<file path="config.mk">
export PLATFORM = sky130hd
export DESIGN_NAME = operand_prep
export DESIGN_NICKNAME = d
export VERILOG_FILES = /design/src/source/simd_pkg.sv /design/src/source/operand_prep.sv
export SDC_FILE = /design/constraint.sdc
export NUM_CORES = 1
export LEC_CHECK = 0
export BUFFER_PORTS_ARGS = -buffer_cell sky130_fd_sc_hd__buf_2
export CORE_AREA = 5 5 124 126
export DETAILED_ROUTE_END_ITERATION = 10
export DIE_AREA = 0 0 129 131
export GPL_ROUTABILITY_DRIVEN = 0
export PLACE_DENSITY = 0.56
export SLEW_MARGIN = 25
export SYNTH_ARGS = -nofsm -noshare
export SYNTH_HDL_FRONTEND = slang
export SYNTH_SLANG_ARGS = --single-unit
</file>
<file path="constraint.sdc">
create_clock -name vclk -period 2.2
set_clock_uncertainty 0.05 [all_clocks]
set_input_delay 0.55 -clock vclk [all_inputs]
set_output_delay 0.55 -clock vclk [all_outputs]
set_load 0.01 [all_outputs]
</file>
<file path="src/source/simd_pkg.sv">
// Shared widths, latencies and encodings for the SIMD execution unit
// Imported by every design module and by the testbench

package simd_pkg;

    localparam int VLEN           = 128;
    localparam int ELEN           = 64;
    localparam int LANES          = VLEN / ELEN;
    localparam int MAX_ELEMS      = VLEN / 8;    // One mask bit per element at SEW 8
    localparam int MAX_LAT        = 3;
    localparam int MUL_LAT_NARROW = 2;
    localparam int MUL_LAT_WIDE   = 3;

    typedef logic [VLEN-1:0]      vreg_t;
    typedef logic [ELEN-1:0]      elem_t;
    typedef logic [MAX_ELEMS-1:0] vmask_t;
    typedef logic [4:0]           reg_idx_t;

    typedef enum logic [3:0] {
        OP_ADD    = 4'd0,
        OP_SUB    = 4'd1,
        OP_AND    = 4'd2,
        OP_OR     = 4'd3,
        OP_XOR    = 4'd4,
        OP_MUL    = 4'd5,
        OP_MERGE  = 4'd6,
        OP_MV_S_X = 4'd7,    // Scalar into element 0
        OP_MV_X_S = 4'd8     // Element 0 into scalar
    } simd_op_e;

    typedef enum logic [1:0] {
        SEW_8  = 2'd0,
        SEW_16 = 2'd1,
        SEW_32 = 2'd2,
        SEW_64 = 2'd3
    } sew_e;

    typedef enum logic [1:0] {
        SRC_VV = 2'd0,
        SRC_VX = 2'd1,
        SRC_VI = 2'd2
    } src_sel_e;

    // Cycles since issue of the completing instruction
    typedef enum logic [1:0] {
        AGE_NONE = 2'd0,
        AGE_1    = 2'd1,
        AGE_2    = 2'd2,
        AGE_3    = 2'd3
    } age_e;

endpackage

</file>
<file path="src/source/operand_prep.sv">
// First-operand builder for the SIMD lanes
// Passes vs1 through, or replicates the scalar or sign-extended immediate
// across every element of the vector at the current SEW

`timescale 1ns/1ps

module operand_prep (
    input  simd_pkg::sew_e     sew_i,
    input  simd_pkg::src_sel_e src_sel_i,
    input  simd_pkg::vreg_t    data_vs1_i,
    input  simd_pkg::elem_t    data_rs1_i,
    input  logic [4:0]         imm_i,
    output simd_pkg::vreg_t    op1_o
);

    import simd_pkg::*;

    elem_t scalar;
    vreg_t replicated;

    always_comb begin
        // Immediate is a signed 5-bit value
        if (src_sel_i == SRC_VI) begin
            scalar = {{(ELEN-5){imm_i[4]}}, imm_i};
        end else begin
            scalar = data_rs1_i;
        end

        case (sew_i)
            SEW_8:   replicated = {(VLEN/8){scalar[7:0]}};
            SEW_16:  replicated = {(VLEN/16){scalar[15:0]}};
            SEW_32:  replicated = {(VLEN/32){scalar[31:0]}};
            default: replicated = {(VLEN/64){scalar}};
        endcase
    end

    assign op1_o = (src_sel_i == SRC_VV) ? data_vs1_i : replicated;

endmodule

</file>
==> impl_results.md <==
* GRT Util Overall at 23.7%
* Fraction of layout cells with a size suffix above 1 at 74.2%
* Worst setup margin at -348 ps
* Storage element area at 0 sq um
* Final standard cell utilization of the core at 57.0%
* Leakage power total at 0.00411 uW
* Syn. warnings at 0
* Worst Hold Class: input pin to output pin
* Synth Area in Simple Gates at 29.4%
* Complex-gate fraction of the synthesized area at 48.8%
* Required time worst endpoint at 1600 ps
* Vias per cell at 5.03
* WP data arrival at 1950 ps
* TritonRoute pass-1 iters at 4
* Initial core utilization at 21.4%
* First-pass GRT wire length at 31,500 um
* # setup viols final at 127
* Final Slew Violations at 0
* Critical setup path kind: input pin to output pin
* Status: finished, violations left
* Unrepaired setup endpoints after global routing: true
* Sequential cell count at 0
* GRT Residual Overflow at 0
* Peak supply drop at 0.116 mV
* Worst slew margin at 79.6%
* CP max stage cell: or3_4
* Post-CTS Hold Buffers at 0
* Hpwl dp at 16,700 um
* Mapped Area at 3040 sq um
* Xor/xnor share of the synthesized area at 0.288%
* Cell row count at 44
* Failing checks: setup timing
* Max_cap viols at 0
* # port buffers at 329
* Tot Pwr at 2150 uW
* Unique masters post-synth at 64
* Vias in the first global route at 5,794
* Synth Area in Adders at 0%
* Ordered list of cells on the worst path: buf_12 > buf_8 > and4b_1 > or3_4 > a221o_1 > o21a_1 > buf_2
* Crit path max fanout at 9
* Pin count of the biggest net entering global routing at 18
* Synth area leaders: a21o_1 13%, nand2_1 8.9%, nor2_1 6.9%, mux2i_1 6.2%, a21oi_1 6.1%
* Crit path largest cell delay at 380 ps
* Diodes inserted at 0
* Mean Syn Cell Area at 6.42 sq um
* Dominant cell type by area after synthesis: a21o_1
* Cells after Synth at 474
* Worst setup SP type: input pin
* Vias at 5,685
* Core Footprint at 14,200 sq um
* PD cells at 265 nW/um^2
* F_max at 393 MHz
* WL final at 22,200 um
* Initial DRC count at 220
* Die height at 131 um
* Fraction of synthesized area in multiplexers at 11.1%
* Nets at 1,149
* Syn Nets at 675
* Share of the synthesized area in the top cell type at 12.8%
* CLK BUF at 0
* Most common cell after layout, fill and taps aside: buf_2
* CP endpoint kind: output pin
* IO Pins at 329
* Antenna-violating nets left at 0
* Crit share post-route at 116%
* Transition time of the tightest slew-check pin at 303 ps
* # DRC at 0
* Commonest non-fill, non-tap cells in the layout: 313 x buf_2, 84 x buf_4, 76 x buf_6
* Largest family of logic cells by synthesized area: compound AO/OA/AOI/OAI gates
* Die area at 16,900 sq um
* Fin. Hold Viols at 0
* Antenna violations before repair at 2
* WL per Instance at 19.7 um
* Fin crit period at 2550 ps
* Area grow syn2layout at 166%
* Sequential fraction of the synthesis area at 0%
* Die X at 129 um
[layout make-up]
type                       instances  area [sq um]
tap                              184           230
inverter                           2          10.0
timing repair buffer             521          3990
multi-input combinational        423          3860
fill                            1299          6110
[critical path, delay by kind of cell]
family          cells  cell delay (ps)
buf+inv             3              390
compound gates      2              420
simple gates        2              580
[power by group]
group          internal [uW]  switching [uW]  leakage, uW  total [uW]
Sequential                 0               0            0           0
Combinational           1130            1020      0.00411        2150
Clock                      0               0            0           0
[cells in the mapped netlist, types with 4 or more instances]
cell type and number:
clkbuf_1 13, a31oi_1 13, mux2i_1 19, a21oi_1 37, a211oi_1 8, nor2_1 56, nand2_1 72, buf_6 7
nor2b_1 6, a21o_1 52, nand2b_1 19, a32o_1 6, o21ai_0 11, nor3_1 5, buf_2 22, a211o_1 6
o211ai_1 7, a221o_1 4, o21a_1 19, mux2_2 5, o221ai_1 5, buf_4 6, and2_1 4, a221oi_1 7
nand3_1 10
[repair_timing]
item	4_1_cts	5_1_grt
resized for setup	277	119
pin swaps	114	70
endpoints found under the setup margin	128	128
cloned	17	0
buffers inserted	38	28
[kinds of logic after synthesis]
logic type / after synthesis
multiplexers: 28
buffers and inverters: 53
XOR/XNOR: 1
AND/OR/NAND/NOR: 189
AO/OA/AOI/OAI: 203
[final timing paths]
kind | start | cells past startpoint | slack [ps] | to
worst max-delay path | src_sel_i[0] | 7 | -350 | op1_o[126]
worst min-delay path | data_vs1_i[72] | 4 | 1330 | op1_o[72]
[routing by layer]
metal,routed length (um),vias to the layer above,track usage (%)
li1,-,2727,-
met1,8590,2698,27.6
met2,11900,240,47.0
met3,1550,16,3.50
met4,148,4,1.98
met5,21,-,0
[per-stage QoR]
| stage | hold slack [ps] | TNS, ps | instance area [sq um] | setup slack (ps) | cells |
|---|---|---|---|---|---|
| 6_report | 1330 | -22870 | 8100 | -348 | 1130 |
| 5_1_grt | 1340 | -27870 | 8100 | -378 | 1130 |
| 4_1_cts | 1330 | -23550 | 7560 | -330 | 1114 |
| 3_5_place_dp | 1330 | -45440 | 5690 | -655 | 1066 |
| 3_3_place_gp | 1330 | -43400 | 5690 | -636 | 1066 |
| 2_1_floorplan | 1170 | -13.8 | 3050 | -13.8 | 474 |
Note: power is estimated with default switching activity, not from simulation.
