**src/source/simd_pkg.sv**
```systemverilog
// Shared widths, latencies and encodings for the SIMD execution unit
// Imported by every design module and by the testbench

package simd_pkg;

    localparam int VLEN           = 128;
    localparam int ELEN           = 64;
    localparam int LANES          = VLEN / ELEN;
    localparam int MAX_ELEMS      = VLEN / 8;    // One mask bit per element at SEW 8
    localparam int MAX_LAT        = 3;
    localparam int MUL_LAT_NARROW = 2;
    localparam int MUL_LAT_WIDE   = 3;

    typedef logic [VLEN-1:0]      vreg_t;
    typedef logic [ELEN-1:0]      elem_t;
    typedef logic [MAX_ELEMS-1:0] vmask_t;
    typedef logic [4:0]           reg_idx_t;

    typedef enum logic [3:0] {
        OP_ADD    = 4'd0,
        OP_SUB    = 4'd1,
        OP_AND    = 4'd2,
        OP_OR     = 4'd3,
        OP_XOR    = 4'd4,
        OP_MUL    = 4'd5,
        OP_MERGE  = 4'd6,
        OP_MV_S_X = 4'd7,    // Scalar into element 0
        OP_MV_X_S = 4'd8     // Element 0 into scalar
    } simd_op_e;

    typedef enum logic [1:0] {
        SEW_8  = 2'd0,
        SEW_16 = 2'd1,
        SEW_32 = 2'd2,
        SEW_64 = 2'd3
    } sew_e;

    typedef enum logic [1:0] {
        SRC_VV = 2'd0,
        SRC_VX = 2'd1,
        SRC_VI = 2'd2
    } src_sel_e;

    // Cycles since issue of the completing instruction
    typedef enum logic [1:0] {
        AGE_NONE = 2'd0,
        AGE_1    = 2'd1,
        AGE_2    = 2'd2,
        AGE_3    = 2'd3
    } age_e;

endpackage

```
**src/source/result_merge.sv**
```systemverilog
// Final result assembly for the SIMD unit
// Delays old vd, vs2 and the mask alongside the lanes, then applies
// masking, merge and the two scalar moves for the completing instruction

`timescale 1ns/1ps

module result_merge (
    input  logic               clk_i,
    input  logic               rstn_i,
    input  simd_pkg::vreg_t    data_vs2_i,
    input  simd_pkg::vreg_t    data_old_vd_i,
    input  simd_pkg::vmask_t   data_vm_i,
    input  simd_pkg::age_e     sel_age_i,
    input  simd_pkg::simd_op_e op_i,
    input  simd_pkg::sew_e     sew_i,
    input  logic               use_mask_i,
    input  simd_pkg::vreg_t    lane_result_i,
    output simd_pkg::vreg_t    vresult_o,
    output simd_pkg::elem_t    result_o
);

    import simd_pkg::*;

    vreg_t  vs2_q [MAX_LAT];
    vreg_t  old_q [MAX_LAT];
    vmask_t vm_q  [MAX_LAT];
    int     sel_idx;
    vreg_t  vs2_d;
    vreg_t  old_d;
    vmask_t vm_d;
    vmask_t elem_en;   // Element takes the lane result
    vreg_t  bit_en;
    vreg_t  alt;

    always_ff @(posedge clk_i or negedge rstn_i) begin
        if (!rstn_i) begin
            for (int s = 0; s < MAX_LAT; s++) begin
                vs2_q[s] <= '0;
                old_q[s] <= '0;
                vm_q[s]  <= '0;
            end
        end else begin
            vs2_q[0] <= data_vs2_i;
            old_q[0] <= data_old_vd_i;
            vm_q[0]  <= data_vm_i;
            for (int s = 1; s < MAX_LAT; s++) begin
                vs2_q[s] <= vs2_q[s-1];
                old_q[s] <= old_q[s-1];
                vm_q[s]  <= vm_q[s-1];
            end
        end
    end

    assign sel_idx = (sel_age_i == AGE_NONE) ? 0 : int'(sel_age_i) - 1;
    assign vs2_d   = vs2_q[sel_idx];
    assign old_d   = old_q[sel_idx];
    assign vm_d    = vm_q[sel_idx];

    always_comb begin
        for (int i = 0; i < MAX_ELEMS; i++) begin
            case (op_i)
                OP_MV_S_X: elem_en[i] = (i == 0);
                OP_MERGE:  elem_en[i] = vm_d[i];
                default:   elem_en[i] = !use_mask_i || vm_d[i];
            endcase
        end

        // Spread element enables over their SEW bits
        bit_en = '0;
        case (sew_i)
            SEW_8:   for (int i = 0; i < VLEN / 8; i++)  bit_en[i*8 +: 8]   = {8{elem_en[i]}};
            SEW_16:  for (int i = 0; i < VLEN / 16; i++) bit_en[i*16 +: 16] = {16{elem_en[i]}};
            SEW_32:  for (int i = 0; i < VLEN / 32; i++) bit_en[i*32 +: 32] = {32{elem_en[i]}};
            default: for (int i = 0; i < VLEN / 64; i++) bit_en[i*64 +: 64] = {64{elem_en[i]}};
        endcase

        alt       = (op_i == OP_MERGE) ? vs2_d : old_d;   // Merge falls back to vs2
        vresult_o = (lane_result_i & bit_en) | (alt & ~bit_en);
    end

    // vmv.x.s reads element 0 of vs2 sign-extended
    always_comb begin
        case (sew_i)
            SEW_8:   result_o = {{(ELEN-8){vs2_d[7]}}, vs2_d[7:0]};
            SEW_16:  result_o = {{(ELEN-16){vs2_d[15]}}, vs2_d[15:0]};
            SEW_32:  result_o = {{(ELEN-32){vs2_d[31]}}, vs2_d[31:0]};
            default: result_o = vs2_d[ELEN-1:0];
        endcase
    end

endmodule

```
**config.mk**
```make
export PLATFORM = sky130hd
export DESIGN_NAME = result_merge
export DESIGN_NICKNAME = d
export VERILOG_FILES = /design/src/source/simd_pkg.sv /design/src/source/result_merge.sv
export SDC_FILE = /design/constraint.sdc
export NUM_CORES = 1
export LEC_CHECK = 0
export ABC_CLOCK_PERIOD_IN_PS = 2700
export BUFFER_PORTS_ARGS = -buffer_cell sky130_fd_sc_hd__buf_4
export CAP_MARGIN = 25
export CELL_PAD_IN_SITES_DETAIL_PLACEMENT = 1
export CELL_PAD_IN_SITES_GLOBAL_PLACEMENT = 1
export CORE_ASPECT_RATIO = 0.9
export CORE_MARGIN = 5
export CORE_UTILIZATION = 45
export DETAILED_ROUTE_END_ITERATION = 12
export PLACE_DENSITY = 0.88
export SYNTH_ARGS = -nofsm -noshare
export SYNTH_HDL_FRONTEND = slang
export SYNTH_SLANG_ARGS = --single-unit
```
**constraint.sdc**
```tcl
create_clock -name clk_i -period 2.7 [get_ports clk_i]
set_clock_uncertainty 0.05 [all_clocks]
set_input_delay 0.135 -clock clk_i [delete_from_list [all_inputs] [get_ports clk_i]]
set_output_delay 0.135 -clock clk_i [all_outputs]
set_load 0.02 [all_outputs]
```
==> impl_metrics.py, run 1 <==
metrics = {
    "logic_synthesis": {
        "yosysTopAreaCell": "dfrtp_1",
        "yosysTopAreaCellShare_pct": 69.68,
        "ys_ff_latch": 816,
        "synth.distinct_cells": 43,
        "syn_inst": 1866,
        "yosysSeqAreaShare_pct": 69.68,
        "synth_fp_nets": 2277,
        "synth_area_leaders": "dfrtp_1 70%, mux2_2 9.4%, mux2i_1 4.9%, mux4_2 4.9%, o21ai_0 2.1%",
        "yosysWarnings": 0,
        "synth.avg_cell_area_um2": 15.70,
        "syn-cell-area_um2": 29300,
    },
    "critical_path": {
        "worstPathCellList": "mux2i_1 > o211ai_1 > a2111oi_4 > buf_4 > o21a_1 > buf_12 > mux2_4 > buf_6",
        "worstSetupEndpointType": "primary output",
        "max_stage_delay_ns": 0.39,
        "r2r_start": "old_q[375]$_DFF_PN0_",
        "worst-path-max-fanout": 8,
        "cp_slowest_cell": "dfrtp_1",
        "worst-path-buf-inv": 3,
        "start_kind": "flop",
        "crit_family": "compound AO/OA/AOI/OAI gates",
        "worst_ep_required_time_ns": 2.52,
        "critPathLaunch": "vm_q[16]$_DFF_PN0_",
        "worstSetupPathType": "flop to primary output",
        "arrival_ns": 2.72,
    },
    "grt": {
        "antenna_found_initial": 18,
        "grt_first_pass_wirelength_um": 172100,
        "track_usage_pct": 32.84,
        "grt_pass1_vias": 25120,
        "grt-ovfl-total": 0,
        "grt_start_max_net_pins": 112,
    },
    "flow_run": {
        "cap_violations": 0,
    },
    "min_path": {
        "hp-class": "primary input to flop",
        "min_from": "data_old_vd_i[38]",
    },
    "cts": {
        "clk_pin_slew_ns": 0.08,
        "insertion_delay_ns": 0.64,
        "htreeDepth": 3,
        "numCtsBuffers": 82,
        "clockBufferDepth": 3,
        "tritoncts": "built",
        "cts_sinks": 816,
        "cts-root-buf": "clkbuf_16",
    },
    "sta": {
        "finalCritPeriodShare_pct": 107.8,
        "setup_viol": 145,
        "maxSlewViolCount": 0,
        "slew_headroom_pct": 44.33,
        "min_period_ns": 2.910,
        "rsz0062_at_grt": "true",
        "hold_slack_ns": 0.08850,
        "max_freq_mhz": 343.7,
        "report.final.hold_viol_count": 0,
        "final.setup.worst_slack_ns": -0.2098,
        "worst_pin_slew_ns": 0.8350,
    },
    "layout": {
        "stdcell_count": 3744,
        "fin_nets": 3218,
        "n_fill_cell": 5788,
        "seq_area_um2": 20420,
        "drive_gt1_share_pct": 40.88,
        "multiInputGateArea_um2": 8971,
        "area_growth_pct": 43.88,
    },
    "route": {
        "drc_errors": 0,
        "vias": 21450,
        "dr.pass1.iters": 5,
        "drt_iter0_drc": 1768,
        "routedWlPerCell_um": 32.59,
        "ant_nets": 0,
        "wirelength_um": 122000,
        "avgViaCountPerCell": 5.730,
    },
    "power_and_ir_drop": {
        "ir_drop_mv": 0.6087,
        "p_leak_nw": 19.30,
        "p_per_area_nw_per_um2": 725.1,
    },
    "floorplanning": {
        "core_um2": 64300,
        "die_x_um": 279.0,
        "die_h_um": 252.1,
        "start_util_pct": 45.57,
        "num_rows": 88,
        "dieArea_um2": 70330,
        "ios": 603,
    },
    "placement": {
        "dp_hpwl_um": 63310,
        "dp_cells": 3283,
        "gp_congestion": 0.8557,
        "io_buffers": 602,
    },
    "outcome": {
        "status": "finished with violations",
        "violations": "setup timing",
    },
}
==> sequential cells by signal, summed over array words and instances, names as in the netlist <==
signal,cells
vs2_q,384
vm_q,48
old_q,384
==> metal layers <==
metal	GRT usage [%]	vias to the layer above	share of wire [%]
met5	0	-	0.024
met4	16.44	4	6.4
met3	6.281	440	5.2
met2	60.51	1057	54
met1	36.43	11410	34
li1	-	8545	-
==> synthesized netlist by cell type <==
cell type  number
buf_6           3
nor3_1          1
nand4b_1        2
a21oi_2         2
nor2_2          1
a2111oi_2       1
o22ai_1         5
nand2b_1        2
clkinv_1        1
and4b_1         1
nand2_1        78
o21ai_1         1
o21a_1          2
mux2_1          4
o211ai_1       64
o21ai_0       121
mux2i_1       144
a2111oi_4       1
inv_1           4
o21bai_1        1
o31ai_2         1
buf_4           8
clkbuf_1       50
a21o_1          2
nor2_1         83
buf_1           8
a22oi_2         1
a211oi_1       12
mux4_2         64
o211ai_4        8
o21ai_2         4
and2_1          1
a21oi_1        82
or2_1           1
a311oi_1        1
a2bb2oi_1       1
o21ai_4         1
and4bb_1        1
a2bb2oi_2       1
mux2_2        245
dfrtp_1       816
a211oi_2        1
buf_2          35
==> power breakdown <==
| group | switching (mW) | total (mW) | internal (mW) |
|---|---|---|---|
| registers | 0.437 | 13.3 | 12.8 |
| clock network | 5.40 | 12.3 | 6.88 |
| logic | 2.56 | 5.01 | 2.45 |
| total | 8.40 | 30.6 | 22.2 |
==> kinds of logic (layout without fill, tap and decap cells) <==
family | count (synthesis) | after routing | share of synthesized area, %
buffers and inverters | 109 | 1115 | 1.725
AO/OA/AOI/OAI | 313 | 313 | 6.866
AND/OR/NAND/NOR | 171 | 171 | 2.323
other | 0 | 17 | 0
flip-flops | 816 | 816 | 69.68
multiplexers | 457 | 457 | 19.41
==> what timing repair did <==
item | in CTS | in global routing
gates resized for setup | 132 | 157
endpoints found under the hold margin | 333 | 0
buffers inserted | 18 | 9
pin swaps | 14 | 7
endpoints found under the setup margin | 162 | 172
hold buffers | 273 | 0
cloned | 1 | 0
==> final timing paths <==
path | end | slack (ns) | cells past startpoint
setup / recovery | vresult_o[39] | -0.21 | 8
hold / removal | old_q[294]$_DFF_PN0_ | 0.09 | 2
setup reg to reg | old_q[247]$_DFF_PN0_ | 2.02 | 0
hold reg to reg | vs2_q[125]$_DFF_PN0_ | 0.32 | 0
max in group asynchronous | vm_q[6]$_DFF_PN0_ | 1.38 | 3
min in group asynchronous | old_q[320]$_DFF_PN0_ | 0.14 | 2
==> stage by stage <==
step	cell area, um2	setup slack [ns]	setup TNS, ns	power, mW	utilization, %
6_report	42160	-0.2098	-12.75	30.57	65.57
5_1_grt	42150	-0.2909	-24.18	31.40	65.56
4_1_cts	41490	-0.2101	-17.32	29.74	64.53
3_5_place_dp	35170	0.1932	0	17.17	54.69
3_3_place_gp	35170	0.2284	0	16.96	54.69
2_1_floorplan	29300	0.4664	0	15.12	-
==> cell type report <==
cell class / count / area share, %
sequential: 816 / 48.43
timing repair buffer: 961 / 20.97
clock buffer: 120 / 5.855
tap: 855 / 2.537
multi-input combinational: 941 / 21.28
antenna: 17 / 0.1009
inverter: 5 / 0.04748
clock inverter: 29 / 0.7775
==> cell usage in the layout, fill, tap and decap left out, types with 3 or more instances in the layout <==
cell,Yosys,routed
dfrtp_1,816,816
buf_4,8,524
dlygate4sd3_1,0,273
mux2i_1,144,142
mux2_2,245,128
buf_6,3,125
mux2_4,0,120
o21ai_0,121,114
clkbuf_16,0,85
nor2_1,83,81
a21oi_1,82,79
nand2_1,78,78
mux4_2,64,64
o211ai_1,64,64
buf_12,0,34
clkbuf_8,0,21
diode_2,0,17
clkinv_2,0,16
clkbuf_1,50,14
a211oi_1,12,10
o211ai_4,8,8
o21ai_1,1,5
bufinv_16,0,5
a21oi_2,2,4
o21ai_4,1,4
o21ai_2,4,4
o22ai_1,5,4
buf_8,0,4
inv_1,4,3
nor2_2,1,3
No activity file was read; power rests on OpenSTA's default activity.
==> run 2, diff against run 1 <==
==> config.mk (replaced) <==
export PLATFORM = sky130hd
export DESIGN_NAME = result_merge
export DESIGN_NICKNAME = d
export VERILOG_FILES = /design/src/source/simd_pkg.sv /design/src/source/result_merge.sv
export SDC_FILE = /design/constraint.sdc
export NUM_CORES = 1
export LEC_CHECK = 0
export ABC_CLOCK_PERIOD_IN_PS = 3740
export CAP_MARGIN = 25
export CELL_PAD_IN_SITES_DETAIL_PLACEMENT = 1
export CELL_PAD_IN_SITES_GLOBAL_PLACEMENT = 1
export CORE_ASPECT_RATIO = 0.9
export CORE_MARGIN = 5
export CORE_UTILIZATION = 50
export DETAILED_ROUTE_END_ITERATION = 12
export DONT_BUFFER_PORTS = 1
export PLACE_DENSITY = 0.85
export SYNTH_ARGS = -nofsm -noshare
export SYNTH_HDL_FRONTEND = slang
export SYNTH_SLANG_ARGS = --single-unit
==> constraint.sdc (replaced) <==
create_clock -name clk_i -period 3.74 [get_ports clk_i]
set_clock_uncertainty 0.05 [all_clocks]
set_input_delay 0.187 -clock clk_i [delete_from_list [all_inputs] [get_ports clk_i]]
set_output_delay 0.187 -clock clk_i [all_outputs]
set_load 0.02 [all_outputs]
==> run 2 against run 1 <==
Global-route usage down 2.9 points. Register-to-register slack better by 1.1 ns. Design area down 15%. Highest routed layer unchanged. The flow finishes with violations (hold timing, slew limit).
==> impl_metrics.py, run 2 (same netlist as run 1, synthesis figures left out) <==
metrics = {
    "floorplanning": {
        "dieArea_um2": 63560,
        "core_um2": 58230,
        "die_h_um": 239.7,
        "num_rows": 84,
        "ios": 603,
        "die_x_um": 265.2,
        "start_util_pct": 50.33,
    },
    "route": {
        "vias": 17990,
        "avgViaCountPerCell": 5.991,
        "routedWlPerCell_um": 32.16,
        "wl_met3_um": 4738,
        "wl_met2_um": 52750,
        "dr.pass1.iters": 5,
        "ant_nets": 0,
        "drt-met1-wl_um": 34920,
        "top_layer_used": "met5",
        "drt_iter0_drc": 1399,
        "wirelength_um": 96560,
        "drc_errors": 0,
    },
    "power_and_ir_drop": {
        "p_per_area_nw_per_um2": 571.5,
        "p_int_mw": 15.29,
        "p_total_mw": 20.39,
        "switchingPower_mw": 5.105,
        "ir_drop_mv": 0.3766,
        "switching_share_pct": 25.03,
        "p_leak_nw": 15.29,
        "clockPowerShare_pct": 43.4,
        "seqPwrFrac_pct": 46.9,
        "p_comb_share_pct": 9.7,
    },
    "grt": {
        "grt_first_pass_wirelength_um": 142900,
        "grt_pass1_vias": 20960,
        "grt-ovfl-total": 0,
        "track_usage_pct": 29.96,
        "grt_start_max_net_pins": 817,
        "antenna_found_initial": 14,
    },
    "layout": {
        "layout_commonest_cell": "dfrtp_1",
        "seq_area_um2": 20420,
        "final_area_um2": 35680,
        "final_cell_mix": "816 x dfrtp_1, 272 x dlygate4sd3_1, 245 x mux2_2, 144 x mux2i_1, 121 x o21ai_0",
        "area_growth_pct": 21.76,
        "n_fill_cell": 5155,
        "multiInputGateArea_um2": 8383,
        "drive_gt1_share_pct": 22.73,
        "largestRegisters": "old_q x384, vs2_q x384, vm_q x48",
        "fin_nets": 2562,
    },
    "critical_path": {
        "cp_slowest_cell": "a22oi_2",
        "worst-path-max-fanout": 17,
        "worstSetupPathType": "flop to primary output",
        "worst-path-buf-inv": 0,
        "arrival_ns": 3.08,
        "crit_family": "compound AO/OA/AOI/OAI gates",
        "worstPathCellList": "mux2i_1 > o211ai_1 > a21o_1 > a22oi_2 > mux2_2",
        "max_stage_delay_ns": 0.71,
        "worst_ep_required_time_ns": 3.50,
        "worstSetupEndpointType": "primary output",
        "start_kind": "flop",
    },
    "cts": {
        "cts_resized": 0,
        "clk_pin_slew_ns": 0.07,
        "cts-root-buf": "clkbuf_16",
        "hold_buffers": 272,
        "post-cts-setup-buffers": 0,
        "clockBufferDepth": 3,
        "cts_sinks": 816,
        "insertion_delay_ns": 0.61,
        "htreeDepth": 3,
        "tritoncts": "built",
        "numCtsBuffers": 81,
    },
    "sta": {
        "finalCritPeriodShare_pct": 88.64,
        "worst_pin_slew_ns": 3.290,
        "min_period_ns": 3.315,
        "rsz0062_at_grt": "false",
        "setup_viol": 0,
        "final.setup.worst_slack_ns": 0.4250,
        "hold_slack_ns": -0.7668,
        "maxSlewViolCount": 456,
        "report.final.hold_viol_count": 801,
        "max_freq_mhz": 301.7,
        "setup-tns-final_ns": 0,
        "slew_headroom_pct": -119.4,
    },
    "placement": {
        "dp_hpwl_um": 51860,
        "gp_congestion": 0.8340,
        "pre_cts_ws_ns": 1.136,
        "place_area_um2": 30080,
        "io_buffers": 0,
    },
    "outcome": {
        "status": "finished with violations",
        "violations": "hold timing, slew limit",
    },
    "min_path": {
        "hp-class": "primary input to asynchronous set/reset pin",
    },
    "flow_run": {
        "cap_violations": 0,
    },
}
[run 2: cell type report]
type	count	share of cell area (%)
multi-input cells	941	23.49
repair buffers	306	8.451
clock buffers	111	6.649
well taps	774	2.714
flip-flops and latches	816	57.23
inverters	5	0.05611
clock inverters	34	1.301
diodes	15	0.1052
[run 2: worst paths after layout]
kind,startpoint,endpoint,slack (ns),cells past startpoint
worst max-delay path,vm_q[16]$_DFF_PN0_,vresult_o[12],0.42,5
max in group asynchronous,rstn_i,old_q[365]$_DFF_PN0_,1.82,0
worst min-delay path,rstn_i,old_q[209]$_DFF_PN0_,-0.77,0
worst max register to register,old_q[218]$_DFF_PN0_,old_q[90]$_DFF_PN0_,3.10,0
min in group clk_i,data_vs2_i[72],vs2_q[328]$_DFF_PN0_,0.08,1
worst min register to register,old_q[376]$_DFF_PN0_,old_q[248]$_DFF_PN0_,0.32,0
[run 2: per-layer routing]
metal,vias to the layer above,global-route usage [%]
met5,-,0
met4,4,12.45
met3,230,5.516
met2,786,54.53
met1,9736,35.19
li1,7230,-
[run 2: power groups by stage]
stage	combinational, mW	sequential (mW)	clock (mW)
detailed placement	1.61	9.67	0
CTS	1.90	9.52	8.75
global placement	1.56	9.60	0
finish	1.97	9.56	8.86
global route	2.04	9.59	9.39
floorplan	1.35	9.56	0
[run 2: stage by stage]
stage	util, %	hold slack (ns)	cells
floorplan	-	-0.1586	1866
global placement	51.67	-0.1416	2570
detailed placement	51.67	-0.1460	2570
CTS	61.21	-0.8070	2987
global route	61.26	-0.8082	2998
finish	61.28	-0.7668	3002
