--- src/source/simd_pkg.sv ---
// Shared widths, latencies and encodings for the SIMD execution unit
// Imported by every design module and by the testbench

package simd_pkg;

    localparam int VLEN           = 128;
    localparam int ELEN           = 64;
    localparam int LANES          = VLEN / ELEN;
    localparam int MAX_ELEMS      = VLEN / 8;    // One mask bit per element at SEW 8
    localparam int MAX_LAT        = 3;
    localparam int MUL_LAT_NARROW = 2;
    localparam int MUL_LAT_WIDE   = 3;

    typedef logic [VLEN-1:0]      vreg_t;
    typedef logic [ELEN-1:0]      elem_t;
    typedef logic [MAX_ELEMS-1:0] vmask_t;
    typedef logic [4:0]           reg_idx_t;

    typedef enum logic [3:0] {
        OP_ADD    = 4'd0,
        OP_SUB    = 4'd1,
        OP_AND    = 4'd2,
        OP_OR     = 4'd3,
        OP_XOR    = 4'd4,
        OP_MUL    = 4'd5,
        OP_MERGE  = 4'd6,
        OP_MV_S_X = 4'd7,    // Scalar into element 0
        OP_MV_X_S = 4'd8     // Element 0 into scalar
    } simd_op_e;

    typedef enum logic [1:0] {
        SEW_8  = 2'd0,
        SEW_16 = 2'd1,
        SEW_32 = 2'd2,
        SEW_64 = 2'd3
    } sew_e;

    typedef enum logic [1:0] {
        SRC_VV = 2'd0,
        SRC_VX = 2'd1,
        SRC_VI = 2'd2
    } src_sel_e;

    // Cycles since issue of the completing instruction
    typedef enum logic [1:0] {
        AGE_NONE = 2'd0,
        AGE_1    = 2'd1,
        AGE_2    = 2'd2,
        AGE_3    = 2'd3
    } age_e;

endpackage

--- src/source/simd_ctrl.sv ---
// Completion tracking for the SIMD unit
// One valid/metadata shift path per latency; the matured tail is reported
// as an age that steers the lane and merge delay chains

`timescale 1ns/1ps

module simd_ctrl (
    input  logic               clk_i,
    input  logic               rstn_i,
    input  logic               valid_i,
    input  simd_pkg::simd_op_e op_i,
    input  simd_pkg::sew_e     sew_i,
    input  logic               use_mask_i,
    input  simd_pkg::reg_idx_t vd_i,
    input  simd_pkg::reg_idx_t rd_i,
    output simd_pkg::age_e     sel_age_o,
    output simd_pkg::simd_op_e out_op_o,
    output simd_pkg::sew_e     out_sew_o,
    output logic               out_use_mask_o,
    output simd_pkg::reg_idx_t vd_o,
    output simd_pkg::reg_idx_t rd_o,
    output logic               vec_valid_o,
    output logic               scalar_valid_o
);

    import simd_pkg::*;

    age_e               issue_age;              // Latency of the incoming instruction
    logic [MAX_LAT:1]   tail_vld;
    simd_op_e           tail_op   [MAX_LAT:1];
    sew_e               tail_sew  [MAX_LAT:1];
    logic [MAX_LAT:1]   tail_mask;
    reg_idx_t           tail_vd   [MAX_LAT:1];
    reg_idx_t           tail_rd   [MAX_LAT:1];

    always_comb begin
        if (op_i == OP_MUL) begin
            issue_age = (sew_i == SEW_64) ? age_e'(MUL_LAT_WIDE) : age_e'(MUL_LAT_NARROW);
        end else begin
            issue_age = AGE_1;
        end
    end

    // Path p is p registers deep, so its tail matures p edges after issue
    for (genvar p = 1; p <= MAX_LAT; p++) begin : gen_path
        logic     vld_q  [p];
        simd_op_e op_q   [p];
        sew_e     sew_q  [p];
        logic     mask_q [p];
        reg_idx_t vd_q   [p];
        reg_idx_t rd_q   [p];

        always_ff @(posedge clk_i or negedge rstn_i) begin
            if (!rstn_i) begin
                for (int s = 0; s < p; s++) begin
                    vld_q[s] <= 1'b0;
                end
            end else begin
                vld_q[0] <= valid_i && (issue_age == age_e'(p));
                for (int s = 1; s < p; s++) begin
                    vld_q[s] <= vld_q[s-1];
                end
            end
        end

        always_ff @(posedge clk_i) begin
            op_q[0]   <= op_i;
            sew_q[0]  <= sew_i;
            mask_q[0] <= use_mask_i;
            vd_q[0]   <= vd_i;
            rd_q[0]   <= rd_i;
            for (int s = 1; s < p; s++) begin
                op_q[s]   <= op_q[s-1];
                sew_q[s]  <= sew_q[s-1];
                mask_q[s] <= mask_q[s-1];
                vd_q[s]   <= vd_q[s-1];
                rd_q[s]   <= rd_q[s-1];
            end
        end

        assign tail_vld[p]  = vld_q[p-1];
        assign tail_op[p]   = op_q[p-1];
        assign tail_sew[p]  = sew_q[p-1];
        assign tail_mask[p] = mask_q[p-1];
        assign tail_vd[p]   = vd_q[p-1];
        assign tail_rd[p]   = rd_q[p-1];
    end

    // Oldest path wins if more than one tail matures
    always_comb begin
        sel_age_o      = AGE_NONE;
        out_op_o       = tail_op[1];
        out_sew_o      = tail_sew[1];
        out_use_mask_o = tail_mask[1];
        vd_o           = tail_vd[1];
        rd_o           = tail_rd[1];
        for (int p = MAX_LAT; p >= 1; p--) begin
            if (tail_vld[p] && (sel_age_o == AGE_NONE)) begin
                sel_age_o      = age_e'(p);
                out_op_o       = tail_op[p];
                out_sew_o      = tail_sew[p];
                out_use_mask_o = tail_mask[p];
                vd_o           = tail_vd[p];
                rd_o           = tail_rd[p];
            end
        end
    end

    assign vec_valid_o    = (sel_age_o != AGE_NONE) && (out_op_o != OP_MV_X_S);
    assign scalar_valid_o = (sel_age_o != AGE_NONE) && (out_op_o == OP_MV_X_S);

endmodule

--- config.mk ---
export PLATFORM = sky130hd
export DESIGN_NAME = simd_ctrl
export DESIGN_NICKNAME = d
export VERILOG_FILES = /design/src/source/simd_pkg.sv /design/src/source/simd_ctrl.sv
export SDC_FILE = /design/constraint.sdc
export NUM_CORES = 1
export LEC_CHECK = 0
export BUFFER_PORTS_ARGS = -buffer_cell sky130_fd_sc_hd__buf_2
export CORE_ASPECT_RATIO = 0.8
export CORE_MARGIN = 2
export CORE_UTILIZATION = 50
export CTS_CLUSTER_DIAMETER = 200
export DETAILED_ROUTE_END_ITERATION = 16
export PLACE_DENSITY = 0.76
export REMOVE_ABC_BUFFERS = 1
export SETUP_SLACK_MARGIN = 0.4
export SLEW_MARGIN = 0
export SYNTH_ARGS = -nofsm -noshare
export SYNTH_HDL_FRONTEND = slang
export SYNTH_SLANG_ARGS = --single-unit
--- constraint.sdc ---
create_clock -name clk_i -period 1.7 [get_ports clk_i]
set_input_delay 0.17 -clock clk_i [delete_from_list [all_inputs] [get_ports clk_i]]
set_output_delay 0.17 -clock clk_i [all_outputs]
set_load 0.01 [all_outputs]
==> flow_metrics.tcl, run 1 <==
set metrics [dict create \
    worstMarginPinSlew_ps 294.1 \
    crit_fanout 6 \
    status "finished with violations" \
    endpoint_kind "output port" \
    drtAntennaViolNets 0 \
    die_area_mm2 0.003744 \
    crit_buf_inv 1 \
    cts_max_level 3 \
    grt_max_degree 28 \
    critPathKind "reg2out" \
    grtUsageTotal_pct 20.30 \
    relSlewSlack_pct 80.32 \
    cp-start-kind "flop" \
    gr-total-overflow 0 \
    ios 41 \
    internal-power_uw 2124 \
    clk_path_buf_depth 2 \
    fin_setup_tns_ps -2800 \
    drc 0 \
    vias_per_cell 4.660 \
    ys_seq_area_share_pct 71.67 \
    clock_tree.root_cell "clkbuf_8" \
    maxCapViolCount 0 \
    drt-wirelength-per-cell_um 14.17 \
    fin_nets 222 \
    slew_violations 0 \
    dieWidth_um 67.92 \
    placementRows 18 \
    hold-worst-slack_ps 80.44 \
    clock-sinks 57 \
    crit_family "multiplexers" \
    synth.avg_cell_area_um2 12.87 \
    gp_congestion 0.5951 \
    dr.pass1.iters 4 \
    cp_slowest_stage_delay_ps 460 \
    hold_class "in2reg" \
    drtIter0Drc 54 \
    setup_ws_ps -205.7 \
    failed_checks "negative setup slack" \
    grt_pass1_vias 1164 \
    ir_worst_vdd_uv 1019 \
    wirelength_um 3500 \
    p_seq_share_pct 52.6 \
    path_cells "mux2_4 -> mux2i_2 -> nand4_1 -> nor2b_4 -> buf_6" \
    p_sw_uw 612.4 \
    synthCells 127 \
    slowest_stage "dfrtp_2" \
    initial_core_util_pct 52.58 \
    swShare_pct 22.38 \
    core_area_mm2 0.003108 \
    synth_cell_types 17 \
    clock_latency_ps 330 \
    cp.arrival_ps 1740 \
    fmax_mhz 524.7 \
    diodes 0 \
    finalHoldViolCount 0 \
    io_buffers 40 \
    yosys_warnings 0 \
    grt_pass1_wl_um 5002 \
    via_count 1151 \
    die_y_um 55.13 \
    pwr-share-comb_pct 7.1 \
    cts_made_buffers 9 \
    ys_ff_latch 57 \
    cts_tree "yes" \
    power_leakage_uw 0.001064 \
    antenna_found_initial 0 \
    path_clk_slew_ps 60 \
    fin_crit_sh_pct 112.1 \
    pwr_density_cell_mw_per_mm2 1134 \
    drive_above_1_share_pct 39.13 \
    fin_crit_ps 1906 \
    setup_viol 19 \
    rsz0062_at_grt "yes" \
    clock_skew_ps 7.526 \
    area_growth_pct 47.70 \
    place_hpwl_um 1852 \
    p_clk_share_pct 40.3 \
    syn_area_mm2 0.001634 \
    critPathRequiredTime_ps 1530 \
]
==> power by group through the flow <==
stage	clock [µW]	sequential (µW)	combinational, µW
floorplan	0	1460	61.1
global placement	0	1460	120
detailed placement	0	1460	125
CTS	1100	1440	176
global route	1180	1440	211
finish	1100	1440	194
==> kinds of logic after synthesis <==
group | Yosys count | synth area share (%)
AOI/OAI and AO/OA | 16 | 5.054
buffers and inverters | 10 | 3.139
DFF | 57 | 71.67
muxes | 20 | 13.17
and+or+nand+nor | 24 | 6.969
==> registers in the layout, summed over array words and instances (netlist names) <==
signal and flops:
gen_path.rd_q 15, gen_path.mask_q 3, gen_path.sew_q 6, gen_path.op_q 12, gen_path.vd_q 15, gen_path.vld_q 6
==> worst paths after layout <==
check                      depth (start not counted)                            from                              to  slack, ps
max in group asynchronous                          2                          rstn_i  gen_path[3].vld_q[0]$_DFF_PN0_       1360
min reg2reg                                        0  gen_path[2].vld_q[1]$_DFF_PN0_  gen_path[2].vld_q[0]$_DFF_PN0_        340
max reg2reg                                        0  gen_path[3].vld_q[1]$_DFF_PN0_  gen_path[3].vld_q[0]$_DFF_PN0_       1220
max                                                5  gen_path[2].vld_q[0]$_DFF_PN0_                     vec_valid_o       -210
min                                                2                         valid_i     gen_path[1].vld_q$_DFF_PN0_         80
min in group asynchronous                          2                          rstn_i  gen_path[2].vld_q[0]$_DFF_PN0_        190
==> synth_stat cells (all sizes together) <==
cell	count	area share [%]
a21o	1	0.46
a21oi	1	0.31
buf	6	2.2
dfrtp	6	9.2
dfxtp	51	62
inv	4	0.92
mux2	3	2.8
mux2i	17	10
nand2	16	3.7
nand4	1	0.38
nor2	3	0.69
nor2b	2	1.2
nor4bb	1	0.61
o21ai	14	4.3
or2	1	0.38
==> through the flow <==
stage / cell area (µm²) / util, % / power [µW] / cells / setup WS, ps
after floorplan: 1598 / - / 1516 / 121 / -91.36
after global placement: 1863 / 59.94 / 1577 / 203 / 190.6
after detailed placement: 1863 / 59.94 / 1587 / 203 / 102.8
after CTS: 2335 / 75.12 / 2707 / 243 / -179.8
after global routing: 2414 / 77.66 / 2838 / 247 / -261.0
final: 2414 / 77.66 / 2736 / 247 / -205.7
==> per-layer routing <==
layer  global-route usage [%]  share of wire [%]
met3                    13.77                7.6
met4                    8.667                1.5
met2                    35.62                 49
met5                        0                  0
met1                    18.56                 42
==> timing repair <==
action | CTS | global route
cloned | 1 | 0
pin swaps | 3 | 4
setup buffers | 5 | 4
setup endpoints to repair | 21 | 22
hold buffers | 18 | 0
resized for setup | 16 | 11
endpoints found under the hold margin | 23 | 0
==> cell usage in the layout, fill, tap and decap left out, types with 2 or more instances in the layout <==
| cell type | count |
|---|---|
| mux2i_1 | 12 |
| mux2i_2 | 3 |
| buf_6 | 9 |
| mux2_4 | 3 |
| dlygate4sd3_1 | 18 |
| clkbuf_1 | 2 |
| buf_2 | 36 |
| buf_4 | 5 |
| mux2i_4 | 2 |
| dfrtp_1 | 4 |
| o21ai_1 | 14 |
| dfrtp_2 | 2 |
| clkinv_2 | 3 |
| clkbuf_8 | 11 |
| dfxtp_1 | 51 |
| nand2_1 | 16 |
| nor2_1 | 3 |
| inv_2 | 3 |
==> final cells by class <==
class	count	area (µm²)
well taps	40	50.05
repair buffers	70	546.8
clock inverters	3	15.01
multi-input cells	60	454.2
flip-flops and latches	57	1174
fillers	202	694.4
inverters	4	15.01
clock buffers	13	158.9
(Power assumes the default switching activity.)
==> inputs of run 2 (changes only) <==
--- a/config.mk
+++ b/config.mk
@@ -14,6 +14,7 @@
 export PLACE_DENSITY = 0.76
 export REMOVE_ABC_BUFFERS = 1
 export SETUP_SLACK_MARGIN = 0.4
+export SKIP_CTS_REPAIR_TIMING = 1
 export SLEW_MARGIN = 0
 export SYNTH_ARGS = -nofsm -noshare
 export SYNTH_HDL_FRONTEND = slang
==> run 2 against run 1 <==
The run still ends with negative setup slack left. Sequential power hardly changed. Critical path type unchanged. Sequential share of layout area is 1.9 points higher. Final area fell by 3.8%. Highest routed layer unchanged. Largest power group unchanged. Non-clock buffer count shrank 6.
==> flow_metrics.tcl, run 2 (same netlist as run 1, synthesis figures left out) <==
set metrics [dict create \
    dr.pass1.iters 4 \
    drtIter0Drc 47 \
    reg_top3 "gen_path.rd_q (15), gen_path.vd_q (15), gen_path.op_q (12)" \
    cts_max_level 3 \
    worstMarginPinSlew_ps 361.0 \
    p_seq_share_pct 53.8 \
    failed_checks "negative setup slack" \
    gp_congestion 0.5951 \
    clock_tree.root_cell "clkbuf_8" \
    dieWidth_um 67.92 \
    p_sw_uw 565.2 \
    swShare_pct 21.16 \
    maxCapViolCount 0 \
    internal-power_uw 2106 \
    die_area_mm2 0.003744 \
    ir_worst_vdd_uv 868.4 \
    placementRows 18 \
    grtUsageTotal_pct 16.11 \
    crit_fanout 6 \
    pwr_density_cell_mw_per_mm2 1150 \
    p_total_uw 2672 \
    critPathRequiredTime_ps 1530 \
    initial_core_util_pct 52.58 \
    vias_per_cell 4.589 \
    final_cell_area_mm2 0.002322 \
    fmax_mhz 527.8 \
    placed_area_mm2 0.001863 \
    finalHoldViolCount 0 \
    clk_path_buf_depth 2 \
    clock-sinks 57 \
    clock_skew_ps 7.425 \
    fin_util_pct 74.72 \
    hold_depth 2 \
    grt_pass1_vias 990 \
    layout_commonest_cell "dfxtp_1" \
    crit_family "multiplexers" \
    antenna_found_initial 0 \
    cp_slowest_stage_delay_ps 460 \
    drive_above_1_share_pct 34.83 \
    endpoint_kind "output port" \
    clock_latency_ps 330 \
    cts_made_buffers 9 \
    path_cells "mux2_4 -> mux2i_2 -> nand4_1 -> nor2b_4 -> buf_6" \
    slew_violations 0 \
    setup_viol 2 \
    gr-total-overflow 0 \
    fin_crit_ps 1895 \
    rsz0062_at_grt "yes" \
    slowest_stage "dfrtp_2" \
    cts_tree "yes" \
    drc 0 \
    cp.depth 5 \
    die_y_um 55.13 \
    fin_nets 216 \
    reg2reg_depth 0 \
    pwr-share-comb_pct 6.3 \
    relSlewSlack_pct 75.61 \
    p_clk_share_pct 40.0 \
    power_leakage_uw 0.001026 \
    grt_pass1_wl_um 4029 \
    fin_crit_sh_pct 111.5 \
    ios 41 \
    hold_class "in2reg" \
    dp.cells 203 \
    grt_max_degree 28 \
    diodes 0 \
    path_clk_slew_ps 60 \
    preCtsSetupSlack_ps 102.8 \
    cp.arrival_ps 1720 \
    drt-wirelength-per-cell_um 12.37 \
    wirelength_um 2981 \
    io_buffers 40 \
    cp-start-kind "flop" \
    critPathKind "reg2out" \
    core_area_mm2 0.003108 \
    layout_common_cells "dfxtp_1, buf_2, dlygate4sd3_1" \
    via_count 1106 \
    status "finished with violations" \
    drtAntennaViolNets 0 \
    area_growth_pct 42.11 \
    place_hpwl_um 1852 \
    fin_cells 241 \
    setup_ws_ps -194.7 \
    crit_buf_inv 1 \
]
## run 2: cell type report
cell class              count  area [µm²]
repair buffers             64       474.2
well taps                  40       50.05
inverters                   4       15.01
clock buffers              13       158.9
clock inverters             3       15.01
fillers                   205       785.8
flip-flops and latches     57        1174
multi-input cells          60       435.4
## run 2: through the flow
step | hold WS (ps) | TNS (ps)
2_1_floorplan | -125.6 | -146.3
3_3_place_gp | -4.950 | 0
3_5_place_dp | -0.4597 | 0
4_1_cts | -355.6 | -1674
5_1_grt | 92.08 | -894.2
6_report | 92.08 | -367.7
## run 2: routing by layer
layer / track usage (%) / vias to the layer above / routed length [µm]
li1: - / 558 / -
met1: 15.44 / 510 / 1244
met2: 27.29 / 34 / 1496
met3: 12.15 / 4 / 214
met4: 5.000 / 0 / 25
met5: 0 / - / 0
## run 2: final timing paths
path,from,end,slack (ps)
worst max-delay path,gen_path[2].vld_q[0]$_DFF_PN0_,vec_valid_o,-190
worst min-delay path,valid_i,gen_path[1].vld_q$_DFF_PN0_,90
worst max register to register,gen_path[3].vld_q[1]$_DFF_PN0_,gen_path[3].vld_q[0]$_DFF_PN0_,1230
worst min register to register,gen_path[2].vld_q[1]$_DFF_PN0_,gen_path[2].vld_q[0]$_DFF_PN0_,340
max in group asynchronous,rstn_i,gen_path[3].vld_q[0]$_DFF_PN0_,1350
min in group asynchronous,rstn_i,gen_path[2].vld_q[0]$_DFF_PN0_,200
## run 2: power groups by stage
stage	Combinational [µW]	Sequential [µW]	Clock (µW)
floorplan	61.1	1460	0
global placement	120	1460	0
detailed placement	125	1460	0
CTS	125	1430	1100
global route	185	1440	1160
finish	168	1440	1070
==> inputs of run 3 (changes only) <==
--- a/config.mk
+++ b/config.mk
@@ -11,6 +11,7 @@
 export CORE_UTILIZATION = 50
 export CTS_CLUSTER_DIAMETER = 200
 export DETAILED_ROUTE_END_ITERATION = 16
+export MAX_ROUTING_LAYER = met4
 export PLACE_DENSITY = 0.76
 export REMOVE_ABC_BUFFERS = 1
 export SETUP_SLACK_MARGIN = 0.4
==> constraint.sdc (replaced) <==
create_clock -name clk_i -period 2.4 [get_ports clk_i]
set_input_delay 0.24 -clock clk_i [delete_from_list [all_inputs] [get_ports clk_i]]
set_output_delay 0.24 -clock clk_i [all_outputs]
set_load 0.01 [all_outputs]
==> run 3 against run 2 <==
Worst setup slack gained 650 ps. Via count is 3.0% lower. Worst hold slack got worse by 65 ps. Global-route usage is 0.84 points higher. The flow now finishes without violations. Sequential share of layout area up 3.2 points. Sequential power down 29%. Utilization down 4.5 points. Combinational power down 40%. Final cell count down 5.0%. Wire length down 9.7%. Clock skew down 2.7 ps. First-iteration DRC count is 47% lower.
==> flow_metrics.tcl, run 3 (same netlist as run 1, synthesis figures left out) <==
set metrics [dict create \
    relSlewSlack_pct 75.02 \
    critPathKind "reg2out" \
    setup_ws_ps 458.3 \
    clock-sinks 57 \
    fin_crit_sh_pct 80.90 \
    fin_crit_ps 1942 \
    finalHoldViolCount 0 \
    rsz0062_at_grt "no" \
    status "completed" \
    fmax_mhz 515.0 \
    clock_latency_ps 320 \
    path_clk_slew_ps 60 \
    fin_setup_tns_ps 0 \
    grt_pass1_wl_um 3988 \
    gr-total-overflow 0 \
    layout_common_cells "dfxtp_1, buf_2, mux2i_1, nand2_1, o21ai_1" \
    clk_path_buf_depth 2 \
    die_y_um 55.13 \
    dp.cells 203 \
    crit_fanout 4 \
    diodes 0 \
    p_total_uw 1959 \
    drt-wirelength-per-cell_um 11.76 \
    maxCapViolCount 0 \
    io_buffers 40 \
    fin_nets 204 \
    drive_above_1_share_pct 33.33 \
    drc 0 \
    hold_class "in2reg" \
    cp-start-kind "flop" \
    setup_viol 0 \
    dr.pass1.iters 5 \
    worstMarginPinSlew_ps 369.7 \
    clock_skew_ps 4.767 \
    ios 41 \
    vias_per_cell 4.686 \
    core_area_mm2 0.003108 \
    pwr_density_cell_mw_per_mm2 898.2 \
    placementRows 18 \
    clock_tree.root_cell "clkbuf_8" \
    cp.arrival_ps 1700 \
    dieWidth_um 67.92 \
    ir_worst_vdd_uv 548.2 \
    area_growth_pct 33.46 \
    die_area_mm2 0.003744 \
    reg2reg_depth 0 \
    cts_max_level 3 \
    drtIter0Drc 25 \
    initial_core_util_pct 52.58 \
    power_leakage_uw 0.0009570 \
    grtUsageTotal_pct 16.95 \
    hold_depth 1 \
    layout_commonest_cell "dfxtp_1" \
    endpoint_kind "output port" \
    cts_tree "yes" \
    slew_violations 0 \
    fin_util_pct 70.17 \
    reg_top3 "gen_path.rd_q (15), gen_path.vd_q (15), gen_path.op_q (12)" \
    preCtsSetupSlack_ps 708.3 \
    critPathRequiredTime_ps 2160 \
    via_count 1073 \
    fin_cells 229 \
    gp_congestion 0.6105 \
    drtAntennaViolNets 0 \
    antenna_found_initial 0 \
    cts_made_buffers 9 \
    grt_pass1_vias 952 \
    wirelength_um 2692 \
    grt_max_degree 28 \
    place_hpwl_um 1874 \
]
==> run 3: final cells by class <==
type                            count  area (µm²)
Clock inverter                      5       55.05
Multi-Input combinational cell     60       424.2
Sequential cell                    57        1172
Inverter                            4       15.01
Timing Repair Buffer               52       322.8
Fill cell                         225       927.1
Clock buffer                       11       141.4
Tap cell                           40       50.05
==> run 3: per-stage QoR <==
| stage | hold slack (ps) | cell area, µm² |
|---|---|---|
| after floorplan | -55.59 | 1598 |
| after global placement | 64.28 | 1863 |
| after detailed placement | 66.50 | 1863 |
| after CTS | -297.1 | 2059 |
| after global routing | 2.858 | 2181 |
| final | 26.85 | 2181 |
==> run 3: where the power goes <==
| group | total [µW] | switching [µW] | internal [µW] |
|---|---|---|---|
| registers | 1020 | 20.2 | 996 |
| logic | 101 | 44.7 | 56.7 |
| clock network | 841 | 338 | 503 |
| total | 1960 | 403 | 1560 |
==> run 3: path summary, 6_finish.rpt <==
path / slack, ps / to / startpoint
worst max-delay path: 460 / scalar_valid_o / gen_path[2].vld_q[0]$_DFF_PN0_
worst min-delay path: 30 / gen_path[2].op_q[0][2]$_DFF_P_ / op_i[2]
worst max register to register: 1930 / gen_path[2].vld_q[0]$_DFF_PN0_ / gen_path[2].vld_q[1]$_DFF_PN0_
worst min register to register: 350 / gen_path[3].rd_q[0][5]$_DFF_P_ / gen_path[1].rd_q[0][0]$_DFF_P_
max in group asynchronous: 1990 / gen_path[2].vld_q[0]$_DFF_PN0_ / rstn_i
min in group asynchronous: 260 / gen_path[3].vld_q[2]$_DFF_PN0_ / rstn_i
==> run 3: routing by layer <==
metal	share of wire [%]	GRT usage, %	vias to the layer above	wire [µm]
met4	1.0	7.000	0	27
li1	-	-	535	-
met3	8.3	13.36	4	223
met1	41	15.29	493	1107
met5	0	-	-	0
met2	50	26.80	41	1333
==> run 3: worst max-delay path: stages (launching register included) <==
cell,delay [ps]
dfrtp_2,460
mux2_4,330
mux2i_4,170
nand4_1,140
nor2_1,130
buf_2,160
